===== src/include/radio_ctrl_defs.svh =====
`ifndef RADIO_CTRL_DEFS_SVH
`define RADIO_CTRL_DEFS_SVH

// Snapshot buffer and datapath sizes
`define RADIO_BUF_ASZ       12              // 4096 words
`define RADIO_SAMPLE_W      16
`define RADIO_PWM_W         12
`define RADIO_IRQ_COUNT     8

`define RADIO_CHIP_ID       32'hDADC0001

// Register map
`define REG_ID              7'h00
`define REG_IRQ             7'h02
`define REG_LED_CNTRL       7'h10
`define REG_RED_DUTY        7'h11
`define REG_GREEN_DUTY      7'h12
`define REG_BLUE_DUTY       7'h13
`define REG_BUF_CNTRL       7'h20
`define REG_BUF_ADDR        7'h21
`define REG_BUF_DATA        7'h22

`endif


===== src/verilog/radio_ctrl_pkg.sv =====
`include "radio_ctrl_defs.svh"

package radio_ctrl_pkg;

// Register bus
typedef logic [6:0]                     reg_addr_t;
typedef logic [31:0]                    reg_data_t;

// Snapshot buffer address and stored word
typedef logic [`RADIO_BUF_ASZ - 1:0]    buf_addr_t;
typedef logic [`RADIO_SAMPLE_W:0]       buf_word_t;  // Overflow flag on top of the sample

// PWM duty and count
typedef logic [`RADIO_PWM_W - 1:0]      pwm_val_t;

// One bit per interrupt line
typedef logic [`RADIO_IRQ_COUNT - 1:0]  irq_vec_t;

endpackage


===== src/verilog/led_ctrl_if.sv =====
`timescale 1ns/10ps

`include "radio_ctrl_defs.svh"

interface led_ctrl_if;

logic [2:0]                 led_en;     // Blue, green, red
logic [`RADIO_PWM_W - 1:0]  red_duty;
logic [`RADIO_PWM_W - 1:0]  green_duty;
logic [`RADIO_PWM_W - 1:0]  blue_duty;

modport reg_side (output led_en, red_duty, green_duty, blue_duty);
modport pwm_side (input led_en, red_duty, green_duty, blue_duty);

endinterface


===== src/verilog/led_pwm.sv =====
`timescale 1ns/10ps

module led_pwm
(
    input  logic        led_clk,
    input  logic        adc_dpram_rst,
    led_ctrl_if.pwm_side led,
    output logic        red_led,
    output logic        green_led,
    output logic        blue_led
);

import radio_ctrl_pkg::*;

pwm_val_t   pwm_cnt;
pwm_val_t   duty [3];
logic [2:0] led_on;

assign duty[0] = led.red_duty;
assign duty[1] = led.green_duty;
assign duty[2] = led.blue_duty;

always_ff @(posedge led_clk)
    begin
        if (adc_dpram_rst)
            begin
                pwm_cnt <= '0;
                led_on  <= 3'b000;
            end
        else
            begin
                pwm_cnt <= pwm_cnt + 1'b1; // Free running over a 4096 cycle period

                for (int i = 0; i < 3; i++)
                    begin
                        if (duty[i] == '0)
                            led_on[i] <= 1'b0; // Zero duty keeps the channel dark
                        else if (pwm_cnt == '0)
                            led_on[i] <= 1'b1;
                        else if (pwm_cnt == duty[i])
                            led_on[i] <= 1'b0;
                    end
            end
    end

assign red_led   = led_on[0] & led.led_en[0];
assign green_led = led_on[1] & led.led_en[1];
assign blue_led  = led_on[2] & led.led_en[2];

endmodule


===== src/flat_wrapper.sv =====
// flat-port wrapper written by rule: the top's interface ports become plain ports
module led_pwm_flat import radio_ctrl_pkg::*;
  (led_clk, adc_dpram_rst, red_led, green_led, blue_led, led_led_en, led_red_duty, led_green_duty, led_blue_duty);
  led_ctrl_if led_i ();
  input  logic led_clk;
  input  logic adc_dpram_rst;
  output logic red_led;
  output logic green_led;
  output logic blue_led;
  input wire logic [$bits(led_i.led_en)-1:0] led_led_en;
  input wire logic [$bits(led_i.red_duty)-1:0] led_red_duty;
  input wire logic [$bits(led_i.green_duty)-1:0] led_green_duty;
  input wire logic [$bits(led_i.blue_duty)-1:0] led_blue_duty;
  assign led_i.led_en = led_led_en;
  assign led_i.red_duty = led_red_duty;
  assign led_i.green_duty = led_green_duty;
  assign led_i.blue_duty = led_blue_duty;
  led_pwm u_core (.led_clk(led_clk), .adc_dpram_rst(adc_dpram_rst), .led(led_i), .red_led(red_led), .green_led(green_led), .blue_led(blue_led));
endmodule

===== config.mk =====
export PLATFORM = sky130hd
export DESIGN_NAME = led_pwm_flat
export DESIGN_NICKNAME = d
export VERILOG_FILES = /design/src/verilog/radio_ctrl_pkg.sv /design/src/verilog/led_ctrl_if.sv /design/src/verilog/led_pwm.sv /design/src/flat_wrapper.sv
export VERILOG_INCLUDE_DIRS = /design/src /design/src/include
export SDC_FILE = /design/constraint.sdc
export NUM_CORES = 1
export LEC_CHECK = 0
export BUFFER_PORTS_ARGS = -buffer_cell sky130_fd_sc_hd__buf_2
export CAP_MARGIN = 30
export CORE_ASPECT_RATIO = 1.5
export CORE_MARGIN = 1.5
export CORE_UTILIZATION = 51
export CTS_BUF_LIST = sky130_fd_sc_hd__clkbuf_8
export DETAILED_ROUTE_END_ITERATION = 6
export HOLD_SLACK_MARGIN = 0.1
export PLACE_DENSITY = 0.82
export SKIP_CTS_REPAIR_TIMING = 1
export SLEW_MARGIN = 40
export SYNTH_ARGS = -nofsm -noshare
export SYNTH_HDL_FRONTEND = slang
export SYNTH_SLANG_ARGS = --single-unit

===== constraint.sdc =====
create_clock -name led_clk -period 1.5 [get_ports led_clk]
set_clock_uncertainty 0.15 [all_clocks]
set_input_delay 0.3 -clock led_clk [delete_from_list [all_inputs] [get_ports led_clk]]
set_output_delay 0.3 -clock led_clk [all_outputs]
set_load 0.02 [all_outputs]

==> results.yml <==
clocking:
  insertion_delay_ns: 0.25
  cts_buffers: 3
  htree_levels: 1
  cts-root-buf: "clkbuf_8"
  max-clock-path-buffers: 2
  cts_sinks: 15
  clk_pin_slew_ns: 0.06
  cts_tree: "built"
final_layout:
  finalNetCount: 226
  area_growth_pct: 21.9
  num_antenna_cells: 0
  drive_above_1_share: 0.407
floorplan:
  die_area_um2: 2740
  start_util: 0.549
  die_x_um: 43.3
  core_area_um2: 2260
  io-pin-count: 44
  std_cell_rows: 21
  fp.dieH_um: 63.4
grt:
  overflow: 0
  grt_max_degree: 16
  grt_use_total: 0.257
  grt_antenna_before_repair: 0
  grt_pass1_vias: 1234
  grt_pass1_wl_um: 5220
power:
  vdd_drop_max_mv: 0.504
  leakage_nw: 0.560
  power.density_nw_per_um2: 673
  power_mw: 1.02
outcome:
  status: "finished clean"
synth:
  synth_seq_cells: 15
  synth_top_area_share: 0.303
  yosysTopAreaCell: "xnor2_1"
  synthesis.nets: 184
  synthCells: 141
  synth_ff_type: "dfxtp_1"
  netlist_area_um2: 1240
  ys.warnings.count: 0
  synth_cell_types: 28
  synth.area.top_cells: "xnor2_1, dfxtp_1, nor4_1"
  seq_area_frac_synth: 0.242
  synth_edf_count: 0
  async_flop_share: 0
  synth.avg_cell_area_um2: 8.80
place:
  dp_hpwl_um: 2710
  pre_cts_slack_ns: 0.00178
  gp_congestion: 1.04
  port_buffers: 43
sta:
  grt_setup_unrepaired: "yes"
  relSlewSlack: 0.759
  hold_violations: 0
  setup_slack_ns: 0.0886
  holdWs_ns: 0.251
  drv_slew: 0
  fin_crit_ns: 1.41
  setup_tns_ns: 0
  setup_violations: 0
  period_share: 0.941
  tightest_slew_ns: 0.358
  fmax_ghz: 0.709
critical_path:
  required_ns: 1.49
  crit_end: "u_core.led_on[1]$_SDFFE_PP0P_"
  timing.rr.start: "u_core.pwm_cnt[0]$_SDFF_PP0_"
  crit_arrival_ns: 1.40
  cp-start-kind: "register"
  slowest_delay_ns: 0.34
  slowest_stage: "dfxtp_2"
  rrSetupSlack_ns: 0.09
  path_cells: "buf_4 > xnor2_1 > nand4_1 > o31ai_1 > a21oi_1"
  rr_endpoint: "u_core.led_on[1]$_SDFFE_PP0P_"
  path_depth: 5
  cpLargestDelayFamily: "flip-flops"
  crit_path_end_kind: "register"
  path_buf_inv: 1
  path_max_fanout: 5
  reg2reg_depth: 5
  crit_type: "register to register"
  cp-startpoint: "u_core.pwm_cnt[0]$_SDFF_PP0_"
route:
  drtIter0Drc: 46
  vias: 1205
  wl_um: 3410
  drc: 0
  wire_per_inst_um: 16.6
  final_antenna_net_count: 0
  routed_via_density: 5.88
  drt_pass1_iterations: 4
min_path:
  holdCritPathClass: "input port to register"
flow_run:
  cap_violations: 0
per-stage QoR:
stage,utilization,area (um^2),cells
floorplan,-,1240,141
global placement,0.635,1430,201
detailed placement,0.635,1430,201
CTS,0.654,1480,205
global route,0.669,1510,205
finish,0.669,1510,205
sequential cells by signal, indices dropped and copies added, names as in the netlist:
signal          cells
u_core.led_on       3
u_core.pwm_cnt     12
metal layers:
| metal | global-route usage | part of all wire |
|---|---|---|
| met1 | 0.247 | 0.35 |
| met2 | 0.457 | 0.53 |
| met3 | 0.0516 | 0.065 |
| met4 | 0.189 | 0.057 |
| met5 | 0 | 0 |
cell usage after synthesis, drive strengths merged (3+ instances only):
cell and count:
nor3 5, xnor2 43, a31o 3, a21oi 4, buf 12, nor2 10
and2 3, dfxtp 15, inv 4, nand4 10, nor4 11, o31ai 3
nand3 6
logic make-up (layout without fill, tap and decap cells):
group,Yosys count,in the layout,synth area share
adder cells (fa/ha/maj),2,2,0.0202
buffers and inverters,17,58,0.0958
XOR/XNOR,45,45,0.318
AO/OA/AOI/OAI,11,11,0.0595
AND/OR/NAND/NOR,51,51,0.265
flip-flops,15,15,0.242
area by class of cell:
class	instances	area, um^2
clock buffer	3	41.3
clock inverter	1	3.75
tap	23	28.8
multi-input combinational	109	845
inverter	4	15.0
fill	174	747
timing repair buffer	50	268
sequential	15	312
power breakdown:
part	switching [mW]	total, mW	leakage (nW)	internal, mW
registers	0.0163	0.432	0.127	0.416
logic	0.120	0.253	0.407	0.133
clock network	0.151	0.333	0.0269	0.182
total	0.287	1.02	0.560	0.731
worst min-delay path by stage:
stage                                              from                             to  depth (start not counted)
after global placement    u_core.led_on[2]$_SDFFE_PP0P_  u_core.led_on[2]$_SDFFE_PP0P_                          2
after floorplan                           adc_dpram_rst   u_core.pwm_cnt[6]$_SDFF_PP0_                          1
after detailed placement  u_core.led_on[0]$_SDFFE_PP0P_  u_core.led_on[0]$_SDFFE_PP0P_                          2
after CTS                                 adc_dpram_rst   u_core.pwm_cnt[0]$_SDFF_PP0_                          2
after global routing                      adc_dpram_rst   u_core.pwm_cnt[2]$_SDFF_PP0_                          2
final                                     adc_dpram_rst   u_core.pwm_cnt[0]$_SDFF_PP0_                          2
layout by cell type (no fill, tap or decap), drive strengths merged:
master / count
buf: 50
nor2b: 1
xor2: 2
nand3: 6
inv: 5
and2: 3
and3: 1
a21oi: 4
nand2: 2
or3: 1
nor4b: 1
nor4: 11
o31ai: 3
dfxtp: 15
a31o: 3
nor2: 10
o21ai: 1
xnor2: 43
clkbuf: 3
nor3: 5
nand4: 10
ha: 2
Note: power is estimated with default switching activity, not from simulation.
