## src/include/radio_ctrl_defs.svh

```systemverilog
`ifndef RADIO_CTRL_DEFS_SVH
`define RADIO_CTRL_DEFS_SVH

// Snapshot buffer and datapath sizes
`define RADIO_BUF_ASZ       12              // 4096 words
`define RADIO_SAMPLE_W      16
`define RADIO_PWM_W         12
`define RADIO_IRQ_COUNT     8

`define RADIO_CHIP_ID       32'hDADC0001

// Register map
`define REG_ID              7'h00
`define REG_IRQ             7'h02
`define REG_LED_CNTRL       7'h10
`define REG_RED_DUTY        7'h11
`define REG_GREEN_DUTY      7'h12
`define REG_BLUE_DUTY       7'h13
`define REG_BUF_CNTRL       7'h20
`define REG_BUF_ADDR        7'h21
`define REG_BUF_DATA        7'h22

`endif

```

## src/verilog/radio_ctrl_pkg.sv

```systemverilog
`include "radio_ctrl_defs.svh"

package radio_ctrl_pkg;

// Register bus
typedef logic [6:0]                     reg_addr_t;
typedef logic [31:0]                    reg_data_t;

// Snapshot buffer address and stored word
typedef logic [`RADIO_BUF_ASZ - 1:0]    buf_addr_t;
typedef logic [`RADIO_SAMPLE_W:0]       buf_word_t;  // Overflow flag on top of the sample

// PWM duty and count
typedef logic [`RADIO_PWM_W - 1:0]      pwm_val_t;

// One bit per interrupt line
typedef logic [`RADIO_IRQ_COUNT - 1:0]  irq_vec_t;

endpackage

```

## src/verilog/irq_ctrl.sv

```systemverilog
`timescale 1ns/10ps

`include "radio_ctrl_defs.svh"

module irq_ctrl
(
    input  logic                        led_clk,
    input  logic                        adc_dpram_rst,
    input  logic                        capturing,
    input  logic                        adc_of_q,
    input  radio_ctrl_pkg::irq_vec_t    irq_set,
    input  radio_ctrl_pkg::irq_vec_t    irq_clear,
    input  radio_ctrl_pkg::irq_vec_t    smc_mask,
    input  radio_ctrl_pkg::irq_vec_t    dsp_mask,
    output radio_ctrl_pkg::irq_vec_t    irq_state,
    output logic                        smc_irq_n,
    output logic                        dsp_irq_n
);

import radio_ctrl_pkg::*;

irq_vec_t irq_lines;
irq_vec_t lines_q;  // Previous line levels

// Lines 0 to 2 are capture start, capture done and ADC overflow
assign irq_lines = {{(`RADIO_IRQ_COUNT - 3){1'b0}}, adc_of_q, ~capturing, capturing};

// Follows the lines while reset is held too
always_ff @(posedge led_clk)
    lines_q <= irq_lines;

always_ff @(posedge led_clk)
    begin
        if (adc_dpram_rst)
            irq_state <= '0;
        else
            irq_state <= (irq_state & ~irq_clear) | (irq_lines & ~lines_q) | irq_set;
    end

assign smc_irq_n = ~|(irq_state & smc_mask);
assign dsp_irq_n = ~|(irq_state & dsp_mask);

endmodule

```

## config.mk

```make
export PLATFORM = sky130hd
export DESIGN_NAME = irq_ctrl
export DESIGN_NICKNAME = d
export VERILOG_FILES = /design/src/verilog/radio_ctrl_pkg.sv /design/src/verilog/irq_ctrl.sv
export VERILOG_INCLUDE_DIRS = /design/src /design/src/include
export SDC_FILE = /design/constraint.sdc
export NUM_CORES = 1
export LEC_CHECK = 0
export CORE_AREA = 2 2 39 41
export DETAILED_ROUTE_END_ITERATION = 10
export DIE_AREA = 0 0 41 43
export DONT_BUFFER_PORTS = 1
export GPL_TIMING_DRIVEN = 0
export PLACE_DENSITY_LB_ADDON = 0.2
export SLEW_MARGIN = 20
export SYNTH_ARGS = -nofsm -noshare
export SYNTH_HDL_FRONTEND = slang
export SYNTH_SLANG_ARGS = --single-unit
```

## constraint.sdc

```tcl
create_clock -name led_clk -period 0.8 [get_ports led_clk]
set_clock_uncertainty 0.05 [all_clocks]
set_input_delay 0.12 -clock led_clk [delete_from_list [all_inputs] [get_ports led_clk]]
set_output_delay 0.12 -clock led_clk [all_outputs]
set_load 0.05 [all_outputs]
```

==> metrics, run 1 <==
most frequent cell after synthesis dfxtp_1; P&R area growth vs syn 64.7%; endpoints failing setup 18; drc violations 0; CTS Buf Count 3; post-synthesis adder-cell area fraction 0%; number of synthesized flops with an enable pin 0; Mapped Nets between 70 and 80; largest net degree at the start of global routing 9; antenna viol nets, final 0; P_leak between 0.2 and 0.3 nW; routed vias/inst about 5.4; First DRT Iteration DRCs 2; status finished, violations left; Die H around 43 um; slew margin rel. 82.9%; delay-heaviest family, CP flip-flops; largest family of logic cells by synthesized area compound AO/OA/AOI/OAI gates; dominant synthesized flop cell dfxtp_1; Reg clk slew, reported paths 0.07 ns; Worst path max stage delay around 0.41 ns; # diodes 0; routed length per instance about 16 um; Clk Latency, worst-skew pair around 0.26 ns; Design Area, Final ~700 sq um; Yosys warnings 0; Worst Path Arrival approximately 1.2 ns; met3 Track Usage GR under 10%; synth cell count leaders dfxtp_1 (11), nor2b_1 (10), a22oi_1 (8); layout cells sized above 1 between 40% and 50%; Synth Instances 42; vias 396; crit path max fanout 4; RSZ-0062 raised after global routing true; Placer Congestion around 0.54; initial core utilization about a third; Buf/Inv on CP 0; Setup TNS -2.64 ns; Syn Area/Cell approximately 10 sq um; multiplexer share of the synthesized area 0%; WS Path Type flop to output port; HPWL after DPL 887 um; Multi-input gate area slightly above 300 sq um; fin nets 94; row count 14; top cells by area, synth dfxtp_1 (51%), nor2b_1 (14%), a22oi_1 (14%); Max H-tree Level 1; Min Hold Slack -0.0540 ns; FF+latch count, synth 11; GR Layer Usage met2 22.5%; CTS tree built; worst-path cell chain a22oi_2, and4_4; Global Route Usage Sum approximately an eighth; setup ws final -0.593 ns; ys async rst share 0%; Simple-Gate Fraction of Synth Area between 10% and 20%; Layout fillers 125; CP max-delay cell dfxtp_4; clock sinks 11; vias in the first global route ~380; global-route wire length before repair approximately 1.4 mm; DRT Pass-1 Iters 4; maxcap violations 0; GR Layer Usage met1 under 10%; Worst setup SP type flop; PwrDens 1830 nW/um^2; XOR/XNOR share of the synthesized area 0%; Worst-Margin Slew 0.256 ns; Top Ports 46; Critical Path RT between 0.6 and 0.7 ns; Die ar. about 1800 sq um; Final Max Slew Viols 0; final period utilization 174%; post-route minimum period around 1.4 ns; Root Buffer Master clkbuf_4; clk buf depth 2; share of the synthesized area in the top cell type between 50% and 60%; Yosys top cell by area dfxtp_1; DP Area between 400 and 500 sq um; violated checks hold timing, setup timing; initial antenna violation count 0; Post-Syn Area between 400 and 500 sq um; Synth cell types 8; Worst IR Drop VDD 934 uV; crit path capture type output port; HP Class input port to flop; total gr overflow 0; Max Fclk around 700 MHz; core area roughly 1400 sq um; most used routing layer met2; Routed WL about 1.2 mm; Reg area approximately 250 sq um; post-CTS setup buffer count 0; Final Hold Fails 3; Die X about 41 um; post-synthesis sequential area ratio 50.6%; IO Port Bufs 0; compound-gate portion of the synthesized area ~28%
-- power breakdown --
group	switching [mW]	internal, mW	total [mW]
Combinational	0.0956	0.134	0.230
Sequential	0.136	0.579	0.716
Clock	0.174	0.192	0.366
Total	0.406	0.906	1.31
-- flip-flops by register name, summed over array words and instances, names as in the netlist --
register and flops:
irq_state 8, lines_q 3
-- repair_timing --
item / 4_1_cts / 5_1_grt
pin swaps: 2 / 2
hold endpoints to repair: 11 / 7
hold buffers: 7 / 4
setup endpoints to repair: 18 / 18
resized for setup: 7 / 11
-- worst register-to-register path, cell delays in order, from the launching register on --
cell     delay [ns]
dfxtp_4        0.41
nor2b_2        0.17
o31a_1         0.22
-- cells in the final DEF, fill, tap and decap left out --
| cell type | count |
|---|---|
| nor2b_1 | 2 |
| dfxtp_1 | 3 |
| nor2_1 | 1 |
| o31a_1 | 3 |
| dfxtp_4 | 8 |
| nor2b_4 | 7 |
| inv_1 | 2 |
| nor2b_2 | 1 |
| o21a_1 | 5 |
| dlygate4sd3_1 | 11 |
| a22oi_2 | 7 |
| a22oi_1 | 1 |
| and4_4 | 2 |
| clkbuf_4 | 3 |
| clkbuf_1 | 1 |
-- through the flow --
step	setup slack (ns)	power (mW)	std cells	util (%)
final	-0.593	1.31	73	51.8
after global routing	-0.654	1.39	73	51.8
after detailed placement	-0.377	0.870	58	35.4
after floorplan	-0.275	0.844	42	-
after CTS	-0.605	1.29	69	45.3
after global placement	-0.356	0.862	58	35.4
-- per-layer routing --
metal | vias to the layer above | routed length [um]
li1 | 186 | -
met1 | 183 | 407
met2 | 25 | 632
met3 | 2 | 127
met4 | 0 | 8
met5 | - | 0
-- cells by family (layout without fill, tap and decap cells) --
logic type | after synthesis | after routing
simple gates | 13 | 13
buf+inv | 2 | 17
compound gates | 16 | 16
flops | 11 | 11
-- worst paths after layout --
kind | startpoint | end | slack (ns) | cells after the start
worst max-delay path | irq_state[2] | smc_irq_n | -0.59 | 2
worst min-delay path | irq_set[1] | irq_state[1] | -0.05 | 1
worst max register to register | irq_state[2] | irq_state[2] | -0.16 | 2
worst min register to register | lines_q[1] | irq_state[1] | 0.50 | 2
-- final cells by class --
type,instances,area share (%)
Tap cell,16,2.79
Clock buffer,4,3.66
Timing Repair Buffer,11,15.4
Inverter,2,1.05
Multi-Input combinational cell,29,42.2
Sequential cell,11,34.9
No activity file was read; power rests on OpenSTA's default activity.
==> run 2: changes to the inputs <==
--- a/config.mk
+++ b/config.mk
@@ -10,7 +10,6 @@
 export DETAILED_ROUTE_END_ITERATION = 10
 export DIE_AREA = 0 0 41 43
 export DONT_BUFFER_PORTS = 1
-export GPL_TIMING_DRIVEN = 0
 export PLACE_DENSITY_LB_ADDON = 0.2
 export SLEW_MARGIN = 20
 export SYNTH_ARGS = -nofsm -noshare
==> constraint.sdc (replaced) <==
create_clock -name led_clk -period 1.5 [get_ports led_clk]
set_clock_uncertainty 0.05 [all_clocks]
set_input_delay 0.225 -clock led_clk [delete_from_list [all_inputs] [get_ports led_clk]]
set_output_delay 0.225 -clock led_clk [all_outputs]
set_load 0.05 [all_outputs]
==> run 2 against run 1 <==
Against the previous run:
- the flow now finishes without violations
- critical path depth is 1 higher
- largest cell class unchanged
- sequential share of layout area is 0.47 points lower
- via count is 1.3% higher
- die area stayed put
- setup slack better by 0.65 ns
- clock-buffer cell count stayed put
==> metrics, run 2 (synthesized netlist as in run 1, its figures left out) <==
Final Hold Fails 0; WS Path Type flop to output port; layout cells sized above 1 approximately 41%; post-CTS setup buffer count 0; total gr overflow 0; final period utilization 96.2%; Die X 41 um; Clk Latency, worst-skew pair about 0.26 ns; utilization after layout approximately 47%; largest registers irq_state (8), lines_q (3); IO Port Bufs 0; Global Route Usage Sum 12.3%; DRT Pass-1 Iters 2; Critical Path RT between 1 and 1.5 ns; status complete, no violations; PwrDens 1110 nW/um^2; initial antenna violation count 0; Pwr Total a little over 700 uW; crit path max fanout 3; core area 1380 sq um; Worst setup SP type flop; HPWL after DPL about 870 um; drc violations 0; max FFs per register 8; Max Fclk 693 MHz; Die ar. 1760 sq um; Final Max Slew Viols 0; Die H between 40 and 50 um; P&R area growth vs syn 48.6%; global-route wire length before repair 1.46 mm; Setup TNS 0 ns; antenna viol nets, final 0; most frequent cells in the layout nor2b_1 (10), dfxtp_1 (9), a22oi_2 (8), buf_4 (8), o21a_1 (5); Root Buffer Master clkbuf_4; Max H-tree Level 1; P_leak 0.252 nW; routed length per instance about 15 um; slew margin rel. between 80% and 90%; clk buf depth 2; row count 14; endpoints failing setup 0; initial core utilization 31.5%; Worst IR Drop VDD about 480 uV; Layout fillers approximately 130; vias in the first global route 404; largest net degree at the start of global routing 9; routed vias/inst around 5.4; vias between 400 and 500; post-route minimum period 1.44 ns; Reg with most FFs irq_state; Multi-input gate area about 250 sq um; Worst Path Arrival 1.17 ns; First DRT Iteration DRCs 5; # diodes 0; Worst-Margin Slew approximately 0.26 ns; most common cell after layout, fill and taps aside nor2b_1; Top Ports 46; maxcap violations 0; Placer Congestion around 0.62; clock sinks 11; crit path capture type output port; HP Class input port to flop; Reg area between 200 and 250 sq um; Routed WL ~1.1 mm; CTS tree built; CTS Buf Count 3; fin nets 95; Reg clk slew, reported paths roughly 0.070 ns
[run 2: changes by cell type in the layout (fill, tap and decap cells not counted), sizes merged]
cell / delta
dlygate4sd3: -9
buf: +10
[run 2: stage by stage]
| step | instances | worst slack, ns | hold WS [ns] | instance area (sq um) |
|---|---|---|---|---|
| final | 74 | 0.0564 | 0.0385 | 647 |
| after floorplan | 42 | 0.0105 | 0.203 | 435 |
| after global placement | 68 | 0.321 | 0.203 | 556 |
| after global routing | 74 | -0.00211 | 0.0223 | 647 |
| after CTS | 74 | 0.0259 | 0.0340 | 602 |
| after detailed placement | 68 | 0.319 | 0.203 | 556 |
[run 2: where the power goes]
group | switching [mW] | internal (mW)
clock | 0.0942 | 0.103
sequential | 0.0168 | 0.312
combinational | 0.107 | 0.0848
total | 0.218 | 0.500
[run 2: what timing repair did]
item,in CTS,in global routing
hold buffers,2,0
setup endpoints to repair,0,2
resized for setup,0,11
endpoints found under the hold margin,3,0
[run 2: layout make-up]
cell class                 instances  area share [%]
inverter                           2            1.16
sequential                        11            34.4
timing repair buffer              12            18.6
multi-input combinational         29            38.7
clock buffer                       4            4.06
tap                               16            3.09
[run 2: final timing paths]
| kind | end | start | slack (ns) | cells after the start |
|---|---|---|---|---|
| max | smc_irq_n | irq_state[0] | 0.06 | 3 |
| min | irq_state[6] | irq_set[6] | 0.04 | 1 |
| max reg2reg | irq_state[0] | irq_state[0] | 0.43 | 3 |
| min reg2reg | irq_state[1] | lines_q[1] | 0.49 | 2 |
[run 2: layer usage]
layer  part of all wire, %  track usage, %  wire length [um]  up-vias
li1                      -               -                 -      188
met1                    34            11.8               367      182
met2                    54            21.3               586       29
met3                    12            5.24               126        2
met4                   1.1            5.33                12        0
met5                     0               0                 0        -
[run 2: critical path, cell delays in order, from the launching register on]
cell	delay [ns]
dfxtp_1	0.34
a22oi_2	0.18
and4_4	0.25
buf_12	0.13
==> run 3: changes to the inputs <==
==> constraint.sdc (replaced) <==
create_clock -name led_clk -period 1.2 [get_ports led_clk]
set_clock_uncertainty 0.05 [all_clocks]
set_input_delay 0.18 -clock led_clk [delete_from_list [all_inputs] [get_ports led_clk]]
set_output_delay 0.18 -clock led_clk [all_outputs]
set_load 0.05 [all_outputs]
==> run 3 against run 2 <==
Against the previous run:
- the run now ends with setup timing left
- setup slack worse by 0.20 ns
- critical path depth fell by 1
- clock-buffer cell count unchanged
- first-iteration DRC count fell by 60%
- die area unchanged
- power is 24% higher
- combinational power is 20% higher
- register-to-register slack got worse by 0.28 ns
- hold slack better by 0.039 ns
- final cell count grew 8.1%
- largest cell class unchanged
- highest routed layer unchanged
==> metrics, run 3 (synthesized netlist as in run 1, its figures left out) <==
status finished, violations left; violated checks setup timing; min-delay src irq_clear[6]; vias approximately 430; Reg clk slew, reported paths approximately 0.07 ns; total gr overflow 0; Worst path max stage delay ~0.35 ns; slew margin rel. ~83%; setup ws final -0.142 ns; Worst setup SP type flop; Setup WS pre-CTS ~0.085 ns; final period utilization 112%; CTS tree built; CTS Buf Count 3; Min Hold Slack 0.0772 ns; most frequent cells in the layout nor2b_1 (10), dlygate4sd3_1 (10), a22oi_2 (8), dfxtp_2 (8), buf_4 (8); Reg with most FFs irq_state; Final Max Slew Viols 0; clock sinks 11; DP Area 531 sq um; largest net degree at the start of global routing 9; Multi-input gate area around 250 sq um; Top Ports 46; drc violations 0; Die H approximately 43 um; worst setup path startpoint irq_state[6]; layout cells sized above 1 between 40% and 50%; Setup TNS -0.277 ns; antenna viol nets, final 0; met3 Track Usage GR around 7.3%; clk buf depth 2; Reg area between 200 and 250 sq um; most used routing layer met2; Max Fclk ~750 MHz; largest registers irq_state (8), lines_q (3); Pwr Total roughly 890 uW; row count 14; endpoints failing setup 2; Final Hold Fails 0; HPWL after DPL 921 um; routed vias/inst roughly 5.3; HP Class input port to flop; Routed WL 1.15 mm; GR Layer Usage met1 a little under an eighth; DRT Pass-1 Iters 2; maxcap violations 0; global-route wire length before repair between 1.5 and 2 mm; Worst IR Drop VDD 664 uV; Global Route Usage Sum 13.9%; P_leak 0.271 nW; Worst-Margin Slew roughly 0.26 ns; initial core utilization 31.5%; First DRT Iteration DRCs 2; Die X 41 um; max FFs per register 8; CP max-delay cell and4_4; GR Layer Usage met2 about a quarter; post-placement cell count between 60 and 70; WS Path Type flop to output port; vias in the first global route approximately 450; Design Area, Final between 600 and 700 sq um; r2r startpoint irq_state[0]; worst-path cell chain a22oi_2, and4_4; # diodes 0; PwrDens between 1000 and 1500 nW/um^2; RSZ-0062 raised after global routing true; utilization after layout around half; Max H-tree Level 1; Buf/Inv on CP 0; routed length per instance 14.4 um; initial antenna violation count 0; Die ar. 1760 sq um; delay-heaviest family, CP simple AND/OR/NAND/NOR gates; final cell count without fillers 80; P&R area growth vs syn 60.1%; Worst Path Arrival approximately 1.1 ns; crit path max fanout 3; Placer Congestion 0.628; crit path capture type output port; fin nets 101; core area around 1400 sq um; Clk Latency, worst-skew pair about 0.26 ns; Root Buffer Master clkbuf_4; Layout fillers around 140; IO Port Bufs 0; Critical Path RT a little under 1 ns; post-route minimum period between 1 and 1.5 ns
-- run 3: repair_timing --
action / 4_1_cts / 5_1_grt
setup endpoints to repair: 2 / 2
hold buffers: 10 / 0
hold endpoints to repair: 11 / 0
gates resized for setup: 7 / 1
setup buffers: 0 / 0
pin swaps: 2 / 1
-- run 3: path summary, 6_finish.rpt --
kind                   to  slack [ns]  cells after the start
min reg2reg  irq_state[1]        0.48                      2
max             smc_irq_n       -0.14                      2
min          irq_state[6]        0.08                      2
max reg2reg  irq_state[0]        0.15                      3
-- run 3: power breakdown --
part	internal [mW]	switching (mW)	leakage [nW]
sequential	0.393	0.0201	0.0939
clock	0.128	0.115	0.0150
combinational	0.0971	0.133	0.162
-- run 3: per-layer routing --
metal | wire length, um | up-vias
met4 | 7 | 0
met1 | 378 | 193
met2 | 610 | 29
li1 | - | 202
met5 | 0 | -
met3 | 154 | 2
-- run 3: area by class of cell --
class                           count  area share, %
Clock buffer                        4           3.77
Inverter                            2           1.08
Multi-Input combinational cell     29           36.3
Sequential cell                    11           33.0
Tap cell                           16           2.87
Timing Repair Buffer               18           23.0
