$ cat config.mk
export PLATFORM = sky130hd
export DESIGN_NAME = capture_fsm
export DESIGN_NICKNAME = d
export VERILOG_FILES = /design/src/verilog/radio_ctrl_pkg.sv /design/src/verilog/capture_fsm.sv
export VERILOG_INCLUDE_DIRS = /design/src /design/src/include
export SDC_FILE = /design/constraint.sdc
export NUM_CORES = 1
export LEC_CHECK = 0
export BUFFER_PORTS_ARGS = -buffer_cell sky130_fd_sc_hd__buf_4
export CAP_MARGIN = 30
export CELL_PAD_IN_SITES_DETAIL_PLACEMENT = 0
export CELL_PAD_IN_SITES_GLOBAL_PLACEMENT = 2
export CORE_ASPECT_RATIO = 0.9
export CORE_MARGIN = 2
export CORE_UTILIZATION = 29
export CTS_CLUSTER_DIAMETER = 60
export CTS_CLUSTER_SIZE = 25
export DETAILED_ROUTE_END_ITERATION = 6
export GPL_TIMING_DRIVEN = 0
export PLACE_DENSITY_LB_ADDON = 0.1
export SLEW_MARGIN = 40
export SYNTH_ARGS = -nofsm -noshare
export SYNTH_HDL_FRONTEND = slang
export SYNTH_SLANG_ARGS = --single-unit
$ cat constraint.sdc
create_clock -name led_clk -period 3.3 [get_ports led_clk]
set_input_delay 0.165 -clock led_clk [delete_from_list [all_inputs] [get_ports led_clk]]
set_output_delay 0.165 -clock led_clk [all_outputs]
set_load 0.005 [all_outputs]
$ cat src/include/radio_ctrl_defs.svh
`ifndef RADIO_CTRL_DEFS_SVH
`define RADIO_CTRL_DEFS_SVH

// Snapshot buffer and datapath sizes
`define RADIO_BUF_ASZ       12              // 4096 words
`define RADIO_SAMPLE_W      16
`define RADIO_PWM_W         12
`define RADIO_IRQ_COUNT     8

`define RADIO_CHIP_ID       32'hDADC0001

// Register map
`define REG_ID              7'h00
`define REG_IRQ             7'h02
`define REG_LED_CNTRL       7'h10
`define REG_RED_DUTY        7'h11
`define REG_GREEN_DUTY      7'h12
`define REG_BLUE_DUTY       7'h13
`define REG_BUF_CNTRL       7'h20
`define REG_BUF_ADDR        7'h21
`define REG_BUF_DATA        7'h22

`endif

$ cat src/verilog/radio_ctrl_pkg.sv
`include "radio_ctrl_defs.svh"

package radio_ctrl_pkg;

// Register bus
typedef logic [6:0]                     reg_addr_t;
typedef logic [31:0]                    reg_data_t;

// Snapshot buffer address and stored word
typedef logic [`RADIO_BUF_ASZ - 1:0]    buf_addr_t;
typedef logic [`RADIO_SAMPLE_W:0]       buf_word_t;  // Overflow flag on top of the sample

// PWM duty and count
typedef logic [`RADIO_PWM_W - 1:0]      pwm_val_t;

// One bit per interrupt line
typedef logic [`RADIO_IRQ_COUNT - 1:0]  irq_vec_t;

endpackage

$ cat src/verilog/capture_fsm.sv
`timescale 1ns/10ps

module capture_fsm
(
    input  logic                        led_clk,
    input  logic                        adc_dpram_rst,
    input  logic                        arm,
    output logic                        capturing,
    output radio_ctrl_pkg::buf_addr_t   wr_addr,
    output logic                        wr_en
);

import radio_ctrl_pkg::*;

typedef enum logic {IDLE, FILLING} cap_state_t;

cap_state_t state;

always_ff @(posedge led_clk)
    begin
        if (adc_dpram_rst)
            begin
                state   <= IDLE;
                wr_addr <= '0;
            end
        else
            begin
                case (state)
                    IDLE:
                        begin
                            wr_addr <= '0;

                            if (arm)
                                state <= FILLING;
                        end
                    FILLING:
                        begin
                            wr_addr <= wr_addr + 1'b1; // Wraps back to zero at the end

                            if (wr_addr == '1) // Last word written this cycle
                                state <= IDLE;
                        end
                    default: state <= IDLE;
                endcase
            end
    end

assign capturing = (state == FILLING);
assign wr_en     = capturing; // One write per filling cycle

endmodule

==> results, run 1 <==
- The flow ran to the end, and the final reports show no timing, DRC or antenna violations.
- The analysis attributes to net switching a power of 60.5 uW.
- The share of total power dissipated in combinational logic is 0.045.
- The layout-stage area growth over the synthesis result is 31.8%.
- The number of cells on the worst hold path is 2.
- For this design the top-level I/O count stands at 17.
- The proportion of layout cells with a drive suffix above 1 is 0.268.
- The layout has 184 filler cells.
- The later pin in the worst-skew pair is clocked with a latency of 0.27 ns.
- The floorplan core area is 0.00173 mm^2.
- The post-synthesis register bit count is 13.
- For this design, the CTS-stage hold fixing added 0 buffers.
- The number of cells on the worst reg-to-reg path is 4.
- Leaving out fill and tap cells, the most frequent cell in the layout is sky130_fd_sc_hd__buf_4.
- The worst clock skew on the final layout is 0.000701 ns.
- The tree is rooted in a sky130_fd_sc_hd__clkbuf_4.
- The area after detailed placement is 704 um^2.
- The tightest min-delay check is of the in -> reg type.
- The setup-violating endpoint count in the final report is 0.
- The clock network fraction of total power is 0.366.
- The shortest clock period the worst path allows after layout is 1.51 ns.
- Buffers placed on the I/O ports in this run total 16.
- On the worst path, the slowest cell contributes a delay of 0.53 ns.
- The required time at the worst-slack endpoint is 3.51 ns.
- The highest clock rate is 664 MHz.
- In this run the post-CTS setup repair buffer count came out at 0.
- The via count is 501.
- The share of the Yosys chip area taken by registers is 0.470.
- Of all nets on the critical path, the largest fanout is 5.
- In this run the critical register-to-register path is launched from wr_addr[0].
- The count of mapped cells out of synthesis is 62.
- The count of nets left with antenna violations once routing finished came out at 0.
- CTS built an H-tree with a depth of 1.
- Cell internal power was estimated by the tool at 213 uW.
- In the final timing run, aggregate negative setup slack is 0 ns.
- Clock tree synthesis found a total of 13 sinks.
- The worst min-delay path startpoint is adc_dpram_rst.
- The max capacitance violation total is 0.
- The overall die width is 50.1 um.
- The total number of nets in the final design is 87.
- The leakage component of the power is 0.000262 uW.
- In this run the vertical extent of the chip is 45.5 um.
- The wire length of the first global-routing pass is 1900 um.
- The number of standard cells in the layout, taps in and fillers out is 106.
- The number of hold violations in the final report was 0.
- The overall routed net length is 1190 um.
- The initial DRC count is 7.
- The weighted congestion reported at the end of routability-driven placement is 0.720.
- Dividing the final minimum period by the clock period gives 0.457.
- The synthesized cell area is 554 um^2.
- The library cells used most frequently in the layout, excluding fill and tap cells, are 17 x sky130_fd_sc_hd__buf_4, 13 x sky130_fd_sc_hd__dfxtp_1, 6 x sky130_fd_sc_hd__a21oi_1.
- The clock tree buffer depth is 2.
- The critical path class is reg -> reg.
- The number of rows in the core area is 14.
- The initial utilization of the core area, before any placement, comes to 0.320.
- The synthesized netlist net count is 66.
- Of the total power, the share spent switching nets is 0.221.
- The initial antenna violation count is 0.
- The TritonCTS buffer count is 3.
- The clock transition at the register clock pins on the worst setup and hold paths after CTS is 0.08 ns.
- For this run, the number of Yosys warnings is 0.
- The average footprint of a synthesized cell is 8.94 um^2.
- The post-cts repair resize count is 0.
- For this run, the total global-route usage over all layers was measured as 0.121.
- Data arrives at the worst endpoint at 1.71 ns.
- After legalization and detailed placement, the total HPWL measured 845 um.
- Entering global routing, the biggest net connects 11 pins.
- The critical path goes through ha_1 -> nand2_1 -> or4_1 -> a21oi_1.
- Across the VDD grid, the largest voltage drop is 0.215 mV.
- The remaining global-route overflow is 0.
- The unique cell type count in the Yosys netlist is 24.
- On the critical path, the stage with the largest delay is an instance of sky130_fd_sc_hd__or4_1.
- Setup repair after global routing left no endpoint under its margin.
- After detailed routing, the number of vias per cell comes to 4.73.
- The worst reg-to-reg setup slack is 1.79 ns.
- After detailed routing, the average wire length per cell comes to 11.2 um.
- The worst flop-to-flop path endpoint is wr_addr[10].
- The pre-antenna-repair detailed-routing pass consisted of 4 iterations.
- The number of pins exceeding their max-slew limit in the final report came to 0.
- The path with the worst hold slack has its endpoint at capturing.
- The die covers 0.00228 mm^2.
- The worst setup path is captured at a flop.
- The total inserted antenna cells is 0.
- The number of global-route vias before repair is 427.
- The transition time at the pin with the least slew margin is 0.441 ns.
- The worst setup path is launched from a flop.
- The number of DRC violations after detailed routing is 0.
- Counting tap cells, the placed design contains a total of 102 instances.
- The TritonCTS clock tree is yes.
- The areal power density over the cells is 374 mW/mm^2.
- In this run the tightest slew margin relative to its limit is 0.706.
- The total non-filler cell area in the finished layout is 731 um^2.
- Overall power consumption after layout is estimated at 273 uW.
- The register share of total power is 0.589.
==> cell families after synthesis <==
group / after synthesis / synth area share
AO/OA/AOI/OAI: 14 / 0.153
XOR/XNOR: 3 / 0.0474
adder cells (fa/ha/maj): 1 / 0.0226
buffers and inverters: 4 / 0.0361
flip-flops: 13 / 0.470
AND/OR/NAND/NOR: 27 / 0.271
==> power groups by stage <==
stage	combinational (uW)	clock, uW	sequential, uW
5_1_grt	14.0	111	161
3_3_place_gp	12.5	0	165
4_1_cts	12.7	107	161
6_report	12.3	100	161
2_1_floorplan	5.24	0	164
3_5_place_dp	12.6	0	165
==> flip-flops by register name, indices dropped and copies added, names as in the netlist <==
register   cells
wr_addr       12
capturing      1
==> through the flow <==
step	hold slack [ns]	util	setup WS (ns)
after global placement	0.352	0.406	1.80
final	0.0615	0.421	1.79
after floorplan	0.244	-	1.91
after global routing	0.0548	0.421	1.71
after CTS	0.0521	0.421	1.78
after detailed placement	0.354	0.406	1.81
==> worst max path at each step <==
stage                     slack [ns]           to        from
final                           1.79  wr_addr[10]  wr_addr[0]
after detailed placement        1.81  wr_addr[10]  wr_addr[0]
after floorplan                 1.91  wr_addr[10]  wr_addr[0]
after global placement          1.80  wr_addr[10]  wr_addr[0]
after global routing            1.71  wr_addr[10]  wr_addr[0]
after CTS                       1.78  wr_addr[10]  wr_addr[0]
==> metal layers <==
layer,global-route usage,share of wire
met4,0.117,0.030
met5,0,0
met2,0.153,0.41
met1,0.163,0.52
met3,0.0296,0.042
==> cell usage after synthesis <==
cell / n / area [um^2]
sky130_fd_sc_hd__a21oi_1: 6 / 30.0
sky130_fd_sc_hd__nor2_1: 4 / 15.0
sky130_fd_sc_hd__nor2b_1: 1 / 6.26
sky130_fd_sc_hd__inv_1: 1 / 3.75
sky130_fd_sc_hd__xor2_1: 1 / 8.76
sky130_fd_sc_hd__nand3_1: 2 / 10.0
sky130_fd_sc_hd__xnor2_1: 2 / 17.5
sky130_fd_sc_hd__nor4_1: 1 / 6.26
sky130_fd_sc_hd__buf_4: 1 / 7.51
sky130_fd_sc_hd__nor3_1: 2 / 10.0
sky130_fd_sc_hd__or4_1: 4 / 30.0
sky130_fd_sc_hd__o21a_1: 2 / 15.0
sky130_fd_sc_hd__nand3_2: 1 / 10.0
sky130_fd_sc_hd__dfxtp_1: 13 / 260
sky130_fd_sc_hd__nand2_1: 5 / 18.8
sky130_fd_sc_hd__clkbuf_1: 1 / 3.75
sky130_fd_sc_hd__o31ai_1: 4 / 30.0
sky130_fd_sc_hd__and2_1: 2 / 12.5
sky130_fd_sc_hd__nand2b_1: 1 / 6.26
sky130_fd_sc_hd__nand4_1: 2 / 12.5
sky130_fd_sc_hd__ha_1: 1 / 12.5
sky130_fd_sc_hd__buf_2: 1 / 5.00
sky130_fd_sc_hd__or3_1: 2 / 12.5
sky130_fd_sc_hd__o21ai_0: 2 / 10.0
==> area by class of cell <==
class | count | area [um^2] | area share
multi-input combinational | 45 | 274 | 0.375
buffer | 3 | 16.3 | 0.0223
tap | 24 | 30.0 | 0.0411
inverter | 1 | 3.75 | 0.00514
timing repair buffer | 16 | 120 | 0.164
sequential | 13 | 260 | 0.356
clock buffer | 4 | 26.3 | 0.0360
==> worst max-delay path, delay by kind of cell, from the launching register on <==
| family | cells | cell delay [ns] |
|---|---|---|
| AOI/OAI and AO/OA | 1 | 0.15 |
| DFF | 1 | 0.39 |
| and+or+nand+nor | 2 | 0.67 |
| adders and majority gates | 1 | 0.23 |
No activity file was read; power rests on OpenSTA's default activity.
==> inputs of run 2 (changes only) <==
--- a/config.mk
+++ b/config.mk
@@ -12,7 +12,7 @@
 export CELL_PAD_IN_SITES_GLOBAL_PLACEMENT = 2
 export CORE_ASPECT_RATIO = 0.9
 export CORE_MARGIN = 2
-export CORE_UTILIZATION = 29
+export CORE_UTILIZATION = 27
 export CTS_CLUSTER_DIAMETER = 60
 export CTS_CLUSTER_SIZE = 25
 export DETAILED_ROUTE_END_ITERATION = 6
==> constraint.sdc (replaced) <==
create_clock -name led_clk -period 1.4 [get_ports led_clk]
set_input_delay 0.07 -clock led_clk [delete_from_list [all_inputs] [get_ports led_clk]]
set_output_delay 0.07 -clock led_clk [all_outputs]
set_load 0.005 [all_outputs]
==> results, run 2 (synthesis results as in run 1) <==
- The largest net degree at the start of global routing was 11 (unchanged).
- The max capacitance violation total came to 0 (unchanged).
- TritonCTS built the clock tree.
- The number of clock sinks is 13 (unchanged).
- The largest individual stage delay along the critical path comes from the cell sky130_fd_sc_hd__or4_4.
- The average wire length per cell after detail routing is 11.5 um (+3.3%).
- The top fanout value on the critical path is 5 (unchanged).
- The number of rows in the core area is 15 (+1).
- The transition time at the pin with the least slew margin is 0.459 ns (+0.0184 ns).
- The number of cells on the worst hold path came to 3 (+1).
- The total routing resource utilization after global routing was 0.115 (-0.00569).
- The clock network fraction of total power is 0.371 (+0.005).
- Compared with the post-synthesis result, the final layout area differs by 47.2%.
- The number of hold violations in the final report is 0 (unchanged).
- The total number of nets in the final design was 92 (+5.7%).
- The highest clock rate came to 737 MHz (+11%).
- The initial DRC count came to 3 (-4).
- The worst slew margin relative to its limit came to 0.694 (-0.0123).
- The number of pins exceeding their max-slew limit in the final report came to 0 (unchanged).
- The shortest clock period the worst path allows after layout is 1.36 ns (-0.150 ns).
- The net switching fraction of the power is 0.231 (+0.00978).
- The flow ran to the end, and the final reports show no timing, DRC or antenna violations.
- The via count is 524 (+4.6%).
- The worst setup path is captured at a flop.
- The class of the worst hold path is in -> reg.
- Setup repair after global routing could not meet its margin everywhere.
- The wire length of the first global-routing pass was 1890 um (-0.74%).
- The number of flip-flops in the largest register was 12 (unchanged).
- The delay contributed by the slowest stage of the critical path is 0.47 ns (-0.06 ns).
- The number of detailed-routing iterations run before antenna repair is 4 (unchanged).
- The overall die width was 51.8 um (+3.3%).
- The setup-violating endpoint count in the final report came to 0 (unchanged).
- In the layout the commonest cells are 20 x sky130_fd_sc_hd__buf_4, 6 x sky130_fd_sc_hd__dfxtp_1, 5 x sky130_fd_sc_hd__a21oi_1, 5 x sky130_fd_sc_hd__dfxtp_2.
- Traced cell by cell, the critical path runs through nand4_1 -> buf_6 -> or4_4 -> a21oi_2.
- The clock transition at the register clock pins on the worst setup and hold paths after CTS is 0.08 ns (about the same).
- The library cell used as clock root buffer is sky130_fd_sc_hd__clkbuf_4.
- The data arrival time of the worst path is 1.57 ns (-0.14 ns).
- The clock tree buffer depth came to 2 (unchanged).
- The net switching power figure is 150 uW (+150%).
- The initial core utilization is 0.287 (-0.0329).
- The share of power burned in combinational logic is 0.050 (+0.005).
- The setup total negative slack was 0 ns (unchanged).
- The internal power of the cells is 500 uW (+140%).
- The areal power density over the cells is 798 mW/mm^2 (+110%).
- The ratio of final minimum period to clock period came to 0.969 (+0.513).
- The leakage component of the power came to 0.000292 uW (+11%).
- The weighted congestion reported at the end of routability-driven placement came to 0.677 (-6.0%).
- The initial antenna violation count is 0 (unchanged).
- The register share of total power is 0.579 (-0.010).
- The count of input and output buffers is 16 (unchanged).
- The floorplan core area is 0.00193 mm^2 (+11%).
- The most common cell after layout, fill and taps aside is sky130_fd_sc_hd__buf_4.
- The register with the most flip-flops in the final layout is wr_addr.
- The overall routed net length is 1290 um (+9.1%).
- The worst setup path is of the reg -> reg kind.
- The number of top-level pins is 17 (unchanged).
- The required time at the worst-slack endpoint was 1.61 ns (-1.90 ns).
- The half-perimeter wire length after detailed placement came to 866 um (+2.5%).
- The TritonCTS buffer count is 3 (unchanged).
- The overall die height is 47.0 um (+3.3%).
- The insertion delay to the later sink of the worst-skew pair was 0.28 ns (about the same).
- The H-tree depth is 1 (unchanged).
- The worst hold-check slack is 0.0816 ns (+0.0201 ns).
- The worst IR drop on VDD is 0.487 mV (+130%).
- The proportion of layout cells with a drive suffix above 1 came to 0.437 (+0.168).
- STA classifies the critical path startpoint as a flop.
- The number of DRC violations after detailed routing was 0 (unchanged).
- The worst clock skew on the final layout is 0.000493 ns (-0.000208 ns).
- The die area was 0.00243 mm^2 (+6.8%).
- The number of nets with antenna violations after detailed routing is 0 (unchanged).
- The via-per-instance ratio is 4.68 (-1.0%).
- The worst reg-to-reg path cell count came to 4 (unchanged).
- The total inserted antenna cells is 0 (unchanged).
- The remaining global-route overflow is 0 (unchanged).
- The number of global-route vias before repair is 374 (-12%).
-- run 2: layout make-up --
class	instances	area (um^2)
multi-input combinational	45	300
buffer	3	22.5
sequential	13	274
fill	202	1120
clock buffer	4	26.3
inverter	1	3.75
timing repair buffer	21	158
tap	25	31.3
-- run 2: worst paths after layout --
path / from / to / slack, ns
worst max-delay path: wr_addr[6] / wr_addr[11] / 0.04
worst min-delay path: arm / capturing / 0.08
worst max register to register: wr_addr[6] / wr_addr[11] / 0.04
worst min register to register: wr_addr[0] / wr_addr[0] / 0.49
-- run 2: through the flow --
step                area, um^2   util  power [uW]  cells  worst slack (ns)
floorplan                  554      -         400     62            0.0150
global placement           706  0.365         418    103           -0.0978
detailed placement         706  0.365         418    103           -0.0855
CTS                        754  0.390         666    108           0.00216
global route               816  0.422         682    112           -0.0409
finish                     816  0.422         651    112            0.0427
-- run 2: layer usage --
metal	GRT usage	up-vias	share of wire
li1	-	277	-
met5	0	-	0
met1	0.166	230	0.52
met4	0.0474	0	0.0077
met3	0.0573	2	0.063
met2	0.141	15	0.41
-- run 2: power groups by stage --
stage / Combinational [uW] / Clock (uW) / Sequential, uW
finish: 32.3 / 242 / 377
global route: 35.9 / 268 / 378
CTS: 32.6 / 254 / 380
detailed placement: 30.0 / 0 / 388
global placement: 29.9 / 0 / 388
floorplan: 12.4 / 0 / 387
-- run 2: repair_timing --
item | CTS | global route
pin swaps | 0 | 3
cloned | 0 | 1
buffers inserted | 0 | 3
endpoints found under the hold margin | 1 | 0
resized for setup | 8 | 10
endpoints found under the setup margin | 3 | 4
hold buffers | 1 | 0
-- run 2: critical path: cells and delay by family, from the launching register on --
family          cells  cell delay [ns]
simple gates        2             0.64
compound gates      1             0.12
buf+inv             1             0.18
flops               1             0.36
